==> config.mk <==
export PLATFORM = sky130hd
export DESIGN_NAME = candidateGenerator
export DESIGN_NICKNAME = d
export VERILOG_FILES = /design/src/verilog/md5Pkg.sv /design/src/verilog/searchPkg.sv /design/src/verilog/candidateGenerator.sv
export SDC_FILE = /design/constraint.sdc
export NUM_CORES = 1
export LEC_CHECK = 0
export ABC_AREA = 1
export ABC_CLOCK_PERIOD_IN_PS = 3500
export CAP_MARGIN = 40
export CELL_PAD_IN_SITES_DETAIL_PLACEMENT = 2
export CELL_PAD_IN_SITES_GLOBAL_PLACEMENT = 2
export CORE_AREA = 2 2 278 280
export DETAILED_ROUTE_END_ITERATION = 8
export DIE_AREA = 0 0 280 282
export DONT_BUFFER_PORTS = 1
export PLACE_DENSITY = 0.48
export SLEW_MARGIN = 20
export SYNTH_ARGS = -nofsm -noshare
export SYNTH_HDL_FRONTEND = slang
export SYNTH_SLANG_ARGS = --single-unit
==> constraint.sdc <==
create_clock -name clk -period 3.5 [get_ports clk]
set_clock_uncertainty 0.2 [all_clocks]
set_input_delay 0.7 -clock clk [delete_from_list [all_inputs] [get_ports clk]]
set_output_delay 0.7 -clock clk [all_outputs]
set_load 0.01 [all_outputs]
==> src/verilog/md5Pkg.sv <==
////////////////////
// MD5 algorithm definitions shared by the hash pipeline
// state word layout, the message block with its two views,
// the standard initial values and the per-step constant tables
// import with md5Pkg::* in the module header
////////////////////
package md5Pkg;

	localparam int stepCount = 64;	// steps in one MD5 block

	typedef logic [31:0] md5Word;

	// a sits in the low word so the state reads directly as the digest
	typedef struct packed
	{
		md5Word d;
		md5Word c;
		md5Word b;
		md5Word a;
	} md5State;

	// one 512 bit message block
	// bytes[0] is the first message byte and the low byte of words[0]
	typedef union packed
	{
		md5Word [15:0] words;	// step view
		logic [63:0][7:0] bytes;	// padder view
	} msgBlock;

	localparam md5State md5Init = '{
		a: 32'h67452301,
		b: 32'hefcdab89,
		c: 32'h98badcfe,
		d: 32'h10325476
	};

	//////////////////// additive constants, floor(abs(sin(i+1)) * 2^32)
	localparam md5Word stepAdd [0:63] = '{
		32'hd76aa478, 32'he8c7b756, 32'h242070db, 32'hc1bdceee,	// round 1
		32'hf57c0faf, 32'h4787c62a, 32'ha8304613, 32'hfd469501,
		32'h698098d8, 32'h8b44f7af, 32'hffff5bb1, 32'h895cd7be,
		32'h6b901122, 32'hfd987193, 32'ha679438e, 32'h49b40821,
		32'hf61e2562, 32'hc040b340, 32'h265e5a51, 32'he9b6c7aa,	// round 2
		32'hd62f105d, 32'h02441453, 32'hd8a1e681, 32'he7d3fbc8,
		32'h21e1cde6, 32'hc33707d6, 32'hf4d50d87, 32'h455a14ed,
		32'ha9e3e905, 32'hfcefa3f8, 32'h676f02d9, 32'h8d2a4c8a,
		32'hfffa3942, 32'h8771f681, 32'h6d9d6122, 32'hfde5380c,	// round 3
		32'ha4beea44, 32'h4bdecfa9, 32'hf6bb4b60, 32'hbebfbc70,
		32'h289b7ec6, 32'heaa127fa, 32'hd4ef3085, 32'h04881d05,
		32'hd9d4d039, 32'he6db99e5, 32'h1fa27cf8, 32'hc4ac5665,
		32'hf4292244, 32'h432aff97, 32'hab9423a7, 32'hfc93a039,	// round 4
		32'h655b59c3, 32'h8f0ccc92, 32'hffeff47d, 32'h85845dd1,
		32'h6fa87e4f, 32'hfe2ce6e0, 32'ha3014314, 32'h4e0811a1,
		32'hf7537e82, 32'hbd3af235, 32'h2ad7d2bb, 32'heb86d391
	};

	//////////////////// left rotate amounts
	localparam logic [4:0] stepShift [0:63] = '{
		5'd7, 5'd12, 5'd17, 5'd22, 5'd7, 5'd12, 5'd17, 5'd22,
		5'd7, 5'd12, 5'd17, 5'd22, 5'd7, 5'd12, 5'd17, 5'd22,
		5'd5, 5'd9, 5'd14, 5'd20, 5'd5, 5'd9, 5'd14, 5'd20,
		5'd5, 5'd9, 5'd14, 5'd20, 5'd5, 5'd9, 5'd14, 5'd20,
		5'd4, 5'd11, 5'd16, 5'd23, 5'd4, 5'd11, 5'd16, 5'd23,
		5'd4, 5'd11, 5'd16, 5'd23, 5'd4, 5'd11, 5'd16, 5'd23,
		5'd6, 5'd10, 5'd15, 5'd21, 5'd6, 5'd10, 5'd15, 5'd21,
		5'd6, 5'd10, 5'd15, 5'd21, 5'd6, 5'd10, 5'd15, 5'd21
	};

endpackage

==> src/verilog/searchPkg.sv <==
////////////////////
// search data definitions
// candidate words, runtime configuration, the item that travels
// down the hash pipeline and the result stream record
////////////////////
package searchPkg;

	import md5Pkg::*;

	localparam int maxCandidateLen = 8;	// keeps padding inside one block

	// byte 0 is the first character, unused bytes are zero
	typedef logic [maxCandidateLen-1:0][7:0] candidate;

	typedef struct packed
	{
		logic [7:0] rangeMin;	// lowest character code
		logic [7:0] rangeMax;	// highest character code
		logic [127:0] targetDigest;	// little endian, first byte in [7:0]
	} searchConfig;

	// one pipeline slot, valid low marks a bubble
	typedef struct packed
	{
		logic valid;
		md5State state;	// running a, b, c, d
		msgBlock block;	// padded message, constant along the chain
		candidate word;	// plain text travels with its hash
	} pipeItem;

	typedef struct packed
	{
		logic valid;	// one cycle strobe per hashed candidate
		logic [127:0] digest;
		candidate word;
	} searchResult;

endpackage

==> src/verilog/candidateGenerator.sv <==
`timescale 1ns/1ps
////////////////////
// candidate source for the hash pipeline
// odometer over printable characters, character 0 is the fastest digit
// one valid item per clock while run is high, a bubble otherwise
////////////////////
module candidateGenerator import searchPkg::*; #(
	parameter int unsigned candidateLen = 4	// characters per candidate, 1 to 8
) (
	input  logic       clk,
	input  logic       resetGenerator,	// async, active low
	input  logic [7:0] rangeMin,
	input  logic [7:0] rangeMax,
	input  logic       run,	// level, no handshake
	output pipeItem    item
);

	logic [candidateLen-1:0][7:0] offsetQ;	// digit distance from rangeMin
	logic [candidateLen-1:0][7:0] offsetNext;
	logic carry;	// ripple through the digits
	candidate chars;	// count as characters
	logic validQ;
	candidate wordQ;

	// offsets reset to zero so the count starts at all rangeMin
	always_comb
	begin
		chars = '0;
		for (int i = 0; i < candidateLen; i++)
		begin
			chars[i] = rangeMin + offsetQ[i];
		end
	end

	// next count, a digit at rangeMax folds back and carries
	always_comb
	begin
		carry = 1'b1;
		offsetNext = offsetQ;
		for (int i = 0; i < candidateLen; i++)
		begin
			if (carry)
			begin
				if (chars[i] >= rangeMax)
					offsetNext[i] = '0;	// carry moves on
				else
				begin
					offsetNext[i] = offsetQ[i] + 8'd1;
					carry = 1'b0;
				end
			end
		end
		// carry out of the last digit leaves all zero, count wraps
	end

	always_ff @(posedge clk or negedge resetGenerator)
	begin
		if (!resetGenerator)
		begin
			offsetQ <= '0;
			validQ <= 1'b0;
		end
		else
		begin
			validQ <= run;
			if (run)
				offsetQ <= offsetNext;	// advance only on taken samples
		end
	end

	always_ff @(posedge clk)
	begin
		wordQ <= run ? chars : '0;
	end

	always_comb
	begin
		item = '0;	// state and block come from the builder
		item.valid = validQ;
		item.word = wordQ;
	end

endmodule

After elaboration in Yosys (flattened, before gate mapping)
Index checks and enable logic that the tools add are counted.
{"block": "word_totals", "output_inout_bits": 705, "regBits": 65, "input_bits": 19, "elab_cells": 33}
{"block": "classes", "mux": 9, "order_cmp": 4, "n_addsub": 8, "n_reduce_logical": 3}
{"operator": "adder 8 x 1 -> 8 bit (second input constant)", "count": 4}
{"operator": "adder 8 bit", "count": 4}
{"operator": "greater-or-equal comparator 8 bit", "count": 4}
{"operator": "2-to-1 mux 8 bit", "count": 4}
{"operator": "AND reduction 2 bit", "count": 3}
{"operator": "2-to-1 mux 1 bit", "count": 5}

Longest topological paths before layout
Gate-level depths: netlist (run 1).
{"block": "logic_depth", "word_depth": 6, "mapped_depth": 22, "ltp_nobuf": 21}

Least setup slack after synthesis (run 1)
No wires, ideal clock.
{"block": "synth_timing", "path_type": "input -> register", "from": "input port rangeMin[0]", "to": "register offsetQ[24] (netlist bit)", "setup_ps": 119, "arrival_time_ps": 2915, "cell_stages": 22, "path_buffers": 1, "required_time_ps": 3181, "path_slack_ps": 266, "cell_sequence": "ha_1 > inv_1 > fa_1 > inv_1 > nand3_1 > nand2_1 > nand2_1 > nand2_1 > nand2_1 > nand2_1 > xor2_1 > inv_1 > ha_1 > nand2_1 > a21oi_1 > nor2_1 > nand2_4 > inv_4 > nor2_8 > buf_8 > nand3_1 > nand2_1"}
{"item": "start, declared", "line": "candidateGenerator.sv:12", "text": "input logic [7:0] rangeMin,"}
{"item": "end signal, assigned", "line": "candidateGenerator.sv:67", "text": "offsetQ <= offsetNext;"}
{"item": "end, declared", "line": "candidateGenerator.sv:18", "text": "logic [candidateLen-1:0][7:0] offsetQ;"}

==> results of run 1 <==
==> repair_timing <==
| action | CTS | global route |
|---|---|---|
| hold buffers | 2 | 0 |
| pin swaps | 2 | 5 |
| resized for setup | 1 | 24 |
| buffers inserted | 3 | 7 |
| endpoints found under the hold margin | 33 | 0 |
| endpoints found under the setup margin | 16 | 28 |
| gates cloned | 0 | 1 |
==> kinds of logic (layout without fill, tap and decap cells) <==
logic type               after synthesis  count (layout)  share of synthesized area [%]
AND/OR/NAND/NOR                      272             272                           12.1
flip-flops                            65              65                           15.2
AO/OA/AOI/OAI                         59              59                           3.51
other                                  1             672                         0.0389
XOR/XNOR                              37              37                           3.36
buffers and inverters                775             144                           56.6
adder cells (fa/ha/maj)               68              68                           9.14
==> metrics by stage <==
stage / hold slack (ns) / TNS, ns
2_1_floorplan: 0.204 / 0
3_3_place_gp: 0.208 / -5.21
3_5_place_dp: 0.208 / -6.13
4_1_cts: 0.145 / 0
5_1_grt: 0.153 / -0.00141
6_report: 0.176 / 0
==> cell usage in the layout (no fill, tap or decap), types with 4 or more instances in the layout <==
cell type,instances
o21a_1,4
a21o_1,4
nand4_1,11
nand2_1,135
xor2_2,4
a21oi_1,22
dfrtp_1,29
ha_1,63
nand3_1,33
nor2_1,66
dfxtp_1,32
clkbuf_1,5
inv_1,90
dfrtp_2,4
o21ai_0,17
xnor2_1,9
clkbuf_16,10
nor3_1,11
conb_1,672
o21bai_1,4
buf_4,26
xor2_1,24
==> worst paths after layout <==
path / slack, ns / endpoint / cells past startpoint / from
worst max-delay path: 0.27 / offsetQ[21] / 21 / offsetQ[8]
worst min-delay path: 0.18 / validQ / 0 / run
worst max register to register: 0.27 / offsetQ[21] / 21 / offsetQ[8]
worst min register to register: 0.36 / offsetQ[31] / 2 / offsetQ[31]
max in group asynchronous: 2.28 / offsetQ[4] / 2 / resetGenerator
min in group asynchronous: 0.62 / offsetQ[28] / 2 / resetGenerator
==> flip-flops by register name, indices dropped and copies added, names as in the netlist <==
signal	count
offsetQ	32
validQ	1
item	32
==> routing by layer <==
metal | vias to the layer above | global-route usage [%]
li1 | 2667 | -
met1 | 2692 | 5.67
met2 | 289 | 9.88
met3 | 19 | 0.853
met4 | 0 | 2.28
met5 | - | 0
==> cell type report <==
class                   instances  area, um2
clock inverters                 2       10.0
inverters                      95        369
fillers                      9183      66800
repair buffers                 33        313
multi-input cells            1108       5300
flip-flops and latches         65       1470
well taps                     978       1220
clock buffers                  14        244
==> critical path, stage by stage (launching register included) <==
cell,delay (ns)
dfrtp_2,0.37
ha_2,0.17
inv_1,0.05
fa_2,0.34
inv_2,0.07
nand3_2,0.07
nand2_1,0.07
nand2_1,0.07
nand2_1,0.07
nand2_1,0.05
nand2_1,0.09
xor2_2,0.23
inv_1,0.09
ha_1,0.29
nand2_2,0.06
a21oi_2,0.12
nor2_2,0.07
nand2_4,0.11
clkinv_8,0.08
nor2_8,0.17
clkbuf_16,0.17
o21ai_0,0.07
==> power breakdown <==
group | leakage (uW) | switching [uW] | internal, uW
clock network | 0.000125 | 351 | 477
registers | 0.000707 | 242 | 943
logic | 0.00428 | 1380 | 724
total | 0.00511 | 1970 | 2140
==> metrics.yaml, run 1 <==
run_status:
  status: "finished clean"
global_route:
  grt_max_degree: 34
  track_usage_pct: 5.22
  grt_overflow_total: 0
  grt_pass1_vias: 5594
  grt_antenna_before_repair: 0
  grt_first_pass_wirelength_um: 31700
route:
  routed.top_layer: "met4"
  wire_per_inst_um: 9.94
  viasPerCell: 2.47
  drt_iter0_markers: 90
  dr_wl_met2_um: 12900
  wirelength_um: 22800
  dr.pass1.iters: 4
  drt-met1-wl_um: 8410
  via_count: 5667
  wl_met3_um: 1140
  drcViolationCount: 0
  ant_nets: 0
logic_synthesis:
  yosysSeqAreaShare_pct: 15.2
  async_reset_ff_share_pct: 50.8
  yosysTopAreaCellShare_pct: 52.4
  synth_seq_cells: 65
  syn-cell-area_mm2: 0.00963
  yosysWarnings: 0
  ys_top_cells_by_count: "buf_4 (673), nand2_1 (136), inv_1 (91)"
  synthCells: 1277
  ys_top_cells_by_area: "buf_4 (52%), dfrtp_1 (8.6%), ha_1 (8.3%)"
  yosys.cell_types.count: 37
  netlist.top_cell.by_area: "buf_4"
  post_synth.cell_area_avg_um2: 7.54
  synth_edf_count: 0
  synthFlopType: "dfrtp_1"
  synth_most_common_cell: "buf_4"
clocking:
  cts_tree: "yes"
  clkSlewWorstSetupHoldPaths_ns: 0.06
  cts_buffer_depth: 2
  clkSinkCount: 65
  clkLatencyLatePin_ns: 0.36
  cts_htree_levels: 3
  clockRootBuffer: "clkbuf_16"
  numCtsBuffers: 9
worst_setup_path:
  worstPathRequired_ns: 3.52
  path_class: "reg -> reg"
  cp-start-kind: "flip-flop"
  cp-end-kind: "flip-flop"
  cp.arrival_ns: 3.25
  cp_max_fo: 6
placement:
  dp_cells: 2266
  gp_routability_congestion: 0.704
  dpl_cell_area_mm2: 0.00845
  dp_hpwl_um: 19900
  io_buffers: 0
  dpl_worst_slack_ns: -0.342
power:
  total_leakage_power_uw: 0.00511
  ir_worst_vdd_mv: 0.251
  p_per_area_mw_per_mm2: 461
  total_power_uw: 4110
sta:
  timing.final.ws_setup_ns: 0.269
  maxClockFrequency_mhz: 310
  final_hold_viol_count: 0
  setup_viol: 0
  drv_slew: 0
  period_needed_ns: 3.23
  period_share_pct: 92.3
layout:
  drive_above_1_share_pct: 5.62
  diodes: 0
  fin_nets: 1399
  area_growth_pct: -7.30
  final_util_pct: 11.8
  finalInstanceArea_mm2: 0.00893
  instances_no_fill: 2295
floorplanning:
  chipHeight_um: 282
  start_util_pct: 12.7
  std_cell_rows: 101
  io_pins: 724
  die_x_um: 280
  die_area_mm2: 0.0790
  core_mm2: 0.0757
hold_path:
  hold_class: "in -> reg"
run:
  cap_violations: 0
No activity file was read; power rests on OpenSTA's default activity.
==> inputs of run 2 (changes only) <==
- CTS_BUF_LIST: unset -> sky130_fd_sc_hd__clkbuf_16
==> run 2 against run 1 <==
Sequential power about the same. Sequential cell count unchanged. Cell count unchanged. Global-route usage unchanged. Die area unchanged. Largest power group unchanged.
==> metrics.yaml, run 2 (synthesis gave the netlist of run 1 again) <==
placement:
  dpl_worst_slack_ns: -0.342
  dp_cells: 2266
  dp_hpwl_um: 19900
  io_buffers: 0
  gp_routability_congestion: 0.704
  dpl_cell_area_mm2: 0.00845
route:
  drcViolationCount: 0
  wirelength_um: 22800
  ant_nets: 0
  via_count: 5669
  viasPerCell: 2.47
  drt_iter0_markers: 88
  wire_per_inst_um: 9.94
  dr.pass1.iters: 4
global_route:
  track_usage_pct: 5.22
  grt_antenna_before_repair: 0
  grt_overflow_total: 0
  grt_max_degree: 34
  grt_pass1_vias: 5594
  grt_first_pass_wirelength_um: 31700
floorplanning:
  die_x_um: 280
  chipHeight_um: 282
  io_pins: 724
  start_util_pct: 12.7
  core_mm2: 0.0757
  die_area_mm2: 0.0790
  std_cell_rows: 101
clocking:
  clkLatencyLatePin_ns: 0.36
  cts_buffer_depth: 2
  cts_htree_levels: 3
  numCtsBuffers: 9
  clkSlewWorstSetupHoldPaths_ns: 0.06
  clockRootBuffer: "clkbuf_16"
  cts_tree: "yes"
  clkSinkCount: 65
power:
  combPwrFrac_pct: 51.2
  p_sw_uw: 1970
  total_leakage_power_uw: 0.00513
  internal_power_uw: 2130
  ir_worst_vdd_mv: 0.251
  p_clk_share_pct: 19.9
  p_per_area_mw_per_mm2: 459
  p_seq_share_pct: 28.9
  switching_share_pct: 48.1
run:
  cap_violations: 0
worst_setup_path:
  critPathBufInv: 5
  critical-path-top-delay-family: "simple AND/OR/NAND/NOR gates"
  cp-end-kind: "flip-flop"
  path_class: "reg -> reg"
  worstPathRequired_ns: 3.52
  cp-start-kind: "flip-flop"
  worst_path_max_delay_cell: "dfrtp_2"
  cp.arrival_ns: 3.25
  cp_slowest_stage_delay_ns: 0.37
  cpMostUsedCell: "nand2_1"
  cp_max_fo: 6
  worstPathCellList: "ha_2 -> inv_1 -> fa_2 -> inv_2 -> nand3_2 -> nand2_1 -> nand2_1 -> nand2_1 -> nand2_1 -> nand2_1 -> xor2_2 -> inv_1 -> ha_1 -> nand2_2 -> a21oi_2 -> nor2_2 -> nand2_4 -> clkinv_8 -> nor2_8 -> clkbuf_16 -> o21ai_0"
layout:
  multi_input_area_mm2: 0.00530
  instances_no_fill: 2295
  finalInstanceArea_mm2: 0.00893
  diodes: 0
  nFillCells: 9183
  fin_nets: 1399
  final_util_pct: 11.8
  most-common-layout-cells: "conb_1 (672), nand2_1 (135), inv_1 (95)"
  area_growth_pct: -7.30
  drive_above_1_share_pct: 5.62
  layout_commonest_cell: "conb_1"
  seq_area_mm2: 0.00147
sta:
  period_needed_ns: 3.23
  final_hold_viol_count: 0
  period_share_pct: 92.3
  drv_slew: 0
  maxClockFrequency_mhz: 310
  timing.final.ws_setup_ns: 0.269
  setup_viol: 0
run_status:
  status: "finished clean"
hold_path:
  hold_class: "in -> reg"
run 2: changes by cell type in the layout (fill, tap and decap cells not counted), sizes merged:
cell / change
inv: +5
clkbuf: -5
run 2: through the flow:
stage | hold slack (ns) | setup TNS [ns] | total power [uW]
after detailed placement | 0.208 | -6.13 | 3200
after global placement | 0.208 | -5.21 | 3140
after global routing | 0.153 | -0.00121 | 4560
final | 0.174 | 0 | 4100
after floorplan | 0.204 | 0 | 3120
after CTS | 0.145 | 0 | 4090
run 2: power groups by stage:
stage / sequential, uW / combinational (uW) / clock [uW]
after floorplan: 1120 / 2000 / 0
after global placement: 1210 / 1920 / 0
after detailed placement: 1210 / 1980 / 0
after CTS: 1200 / 2030 / 867
after global routing: 1220 / 2450 / 887
final: 1190 / 2100 / 816
run 2: final timing paths:
path	start	endpoint	slack, ns	depth (start not counted)
setup / recovery	offsetQ[8]	offsetQ[21]	0.27	21
hold / removal	run	validQ	0.17	0
hold reg to reg	offsetQ[31]	offsetQ[31]	0.36	2
max in group asynchronous	resetGenerator	offsetQ[4]	2.28	2
min in group asynchronous	resetGenerator	offsetQ[28]	0.62	2
setup reg to reg	offsetQ[8]	offsetQ[21]	0.27	21
run 2: cell type report:
class                           count  share of cell area (%)
Multi-Input combinational cell   1108                    59.3
Sequential cell                    65                    16.5
Tap cell                          978                    13.7
Inverter                           95                    4.13
Timing Repair Buffer               33                    3.50
Clock buffer                        9                    2.52
Clock inverter                      7                   0.322
run 2: timing repair:
item,in CTS,in global routing
hold buffers,2,0
resized for setup,1,24
endpoints found under the setup margin,16,28
pin swaps,2,5
cloned,0,1
hold endpoints to repair,33,0
setup buffers,3,7
run 2: routing by layer:
metal  track usage, %  wire length [um]  part of all wire, %  up-vias
li1                 -                 -                    -     2667
met1             5.67              8400                   37     2694
met2             9.88             12900                   56      289
met3            0.853              1140                  5.0       19
met4             2.28               409                  1.8        0
met5                0                 0                    0        -
==> inputs of run 3 (changes only) <==
- ABC_AREA: 1 -> 0
- ABC_CLOCK_PERIOD_IN_PS: 3500 -> 3400
- CORE_AREA: 2 2 278 280 -> 2 2 282 284
- DIE_AREA: 0 0 280 282 -> 0 0 284 286
- PLACE_DENSITY: 0.48 -> 0.46
- clock period: 3.5 -> 3.4 ns (I/O delays scaled with it)
==> run 3 against run 2 <==
The flow now finishes with violations (negative setup slack). Clock power grew 21%. Sequential power is 8% lower. First-iteration DRC count up 44%. Largest cell class unchanged. Combinational power up 9%. Setup slack got worse by 0.43 ns. Global-route usage down 0.20 points. Maximum frequency shrank 9.4%. Critical path type unchanged. Count of clock-buffer cells in the layout rose by 1. Utilization is 0.71 points higher. Cell count increased by 0.35%. Synthesized cell count fell by 11%. Largest power group unchanged.
==> metrics.yaml, run 3 <==
floorplanning:
  chipHeight_um: 286
  die_area_mm2: 0.0812
  std_cell_rows: 103
  start_util_pct: 12.0
  core_mm2: 0.0784
  die_x_um: 284
  io_pins: 724
layout:
  final_util_pct: 12.5
  area_growth_pct: 4.59
  multi_input_area_mm2: 0.00567
  nFillCells: 9526
  layout_commonest_cell: "conb_1"
  drive_above_1_share_pct: 16.4
  fin_nets: 1335
  instances_no_fill: 2303
  seq_area_mm2: 0.00147
  most-common-layout-cells: "conb_1 (672), buf_4 (100), ha_1 (56)"
  diodes: 0
placement:
  dpl_worst_slack_ns: -0.626
  dp_cells: 2260
  dp_hpwl_um: 19100
  io_buffers: 0
  gp_routability_congestion: 0.720
sta:
  tns_ns: -2.02
  period_share_pct: 105
  timing.final.ws_setup_ns: -0.164
  final_hold_viol_count: 0
  period_needed_ns: 3.56
  worst_hold_slack_ns: 0.165
  maxClockFrequency_mhz: 281
  rsz0062_at_grt: "yes"
  setup_viol: 23
  worst_pin_slew_ns: 0.645
  drv_slew: 0
  relSlewSlack_pct: 56.9
logic_synthesis:
  yosysTopAreaCellShare_pct: 54.0
  yosysSeqAreaShare_pct: 15.6
  synth_edf_count: 0
  post_synth.cell_area_avg_um2: 8.28
  syn-cell-area_mm2: 0.00937
  async_reset_ff_share_pct: 50.8
  ys_top_cells_by_area: "buf_4 (54%), dfrtp_1 (8.8%), ha_1 (8.5%)"
  yosys.cell_types.count: 47
  synth_most_common_cell: "buf_4"
  synthFlopType: "dfrtp_1"
  yosysWarnings: 0
  synth_seq_cells: 65
  ys_top_cells_by_count: "buf_4 (674), ha_1 (64), nor2_1 (45)"
  synthCells: 1132
  netlist.top_cell.by_area: "buf_4"
route:
  ant_nets: 0
  wire_per_inst_um: 9.90
  via_count: 5429
  drcViolationCount: 0
  drt_iter0_markers: 127
  wirelength_um: 22800
  viasPerCell: 2.36
  dr.pass1.iters: 4
worst_setup_path:
  cp.arrival_ns: 3.63
  cp-end-kind: "flip-flop"
  worst-path-stages: 17
  worst_path_max_delay_cell: "dfrtp_1"
  rr_worst_depth: 17
  worstPathRequired_ns: 3.46
  worstPathCellList: "ha_4 -> inv_2 -> fa_2 -> inv_2 -> a21o_1 -> a21oi_2 -> o21bai_1 -> a21oi_2 -> xnor2_1 -> ha_1 -> and3_4 -> nand2_4 -> o31ai_4 -> buf_6 -> nand4_4 -> or2_4 -> o31ai_2"
  cp_max_fo: 7
  path_class: "reg -> reg"
  cp_slowest_stage_delay_ns: 0.43
  critPathBufInv: 3
  cp-start-kind: "flip-flop"
  critical-path-top-delay-family: "compound AO/OA/AOI/OAI gates"
clocking:
  clkSinkCount: 65
  cts_tree: "yes"
  clockRootBuffer: "clkbuf_16"
  numCtsBuffers: 9
  clkLatencyLatePin_ns: 0.35
  cts_htree_levels: 3
  cts_buffer_depth: 2
  clkSlewWorstSetupHoldPaths_ns: 0.06
power:
  ir_worst_vdd_mv: 0.184
  total_leakage_power_uw: 0.00509
  p_per_area_mw_per_mm2: 445
global_route:
  grt_max_degree: 49
  grt_first_pass_wirelength_um: 32300
  grt_overflow_total: 0
  track_usage_pct: 5.01
  grt_pass1_vias: 5549
  grt_antenna_before_repair: 0
hold_path:
  hold_class: "in -> reg"
  hold_depth: 0
run_status:
  violations: "negative setup slack"
  status: "finished, violations left"
run:
  cap_violations: 0
[run 3: repair_timing]
action / 4_1_cts / 5_1_grt
resized for setup: 39 / 63
pin swaps: 17 / 40
hold buffers: 2 / 0
buffers inserted: 15 / 12
hold endpoints to repair: 33 / 0
gates cloned: 1 / 1
endpoints found under the setup margin: 32 / 33
[run 3: per-layer routing]
layer	share of wire (%)	track usage, %	wire (um)	vias to the layer above
met4	1.4	1.42	329	0
met2	55	9.58	12500	289
li1	-	-	-	2507
met1	38	5.70	8780	2616
met3	5.1	0.774	1160	17
met5	0	0	0	-
[run 3: kinds of logic after synthesis]
logic type	share of synthesized area, %
buffers and inverters	55.4
and+or+nand+nor	8.97
AOI/OAI and AO/OA	7.25
adders and majority gates	9.40
DFF	15.6
xor gates and xnor gates	3.08
muxes	0.214
other	0.0400
[run 3: layout make-up]
cell class	count	share of cell area, %
Clock buffer	10	2.55
Clock inverter	6	0.587
Inverter	28	1.20
Multi-Input combinational cell	1029	57.8
Sequential cell	65	15.0
Tap cell	1050	13.4
Timing Repair Buffer	115	9.48
[run 3: final timing paths]
check                               start  slack, ns     endpoint
hold / removal                        run       0.17       validQ
setup reg to reg               offsetQ[8]      -0.16  offsetQ[30]
max in group asynchronous  resetGenerator       2.18  offsetQ[22]
setup / recovery               offsetQ[8]      -0.16  offsetQ[30]
hold reg to reg               offsetQ[23]       0.32  offsetQ[23]
min in group asynchronous  resetGenerator       0.60  offsetQ[24]
[run 3: where the power goes]
part           internal, uW  switching [uW]
sequential              926             165
combinational           980            1300
clock                   606             380
total                  2510            1850
[run 3: through the flow]
step	instance area (um2)	total power (uW)
floorplan	12000	2890
global placement	8880	3070
detailed placement	8880	3120
CTS	9430	4240
global route	9800	4730
finish	9800	4360
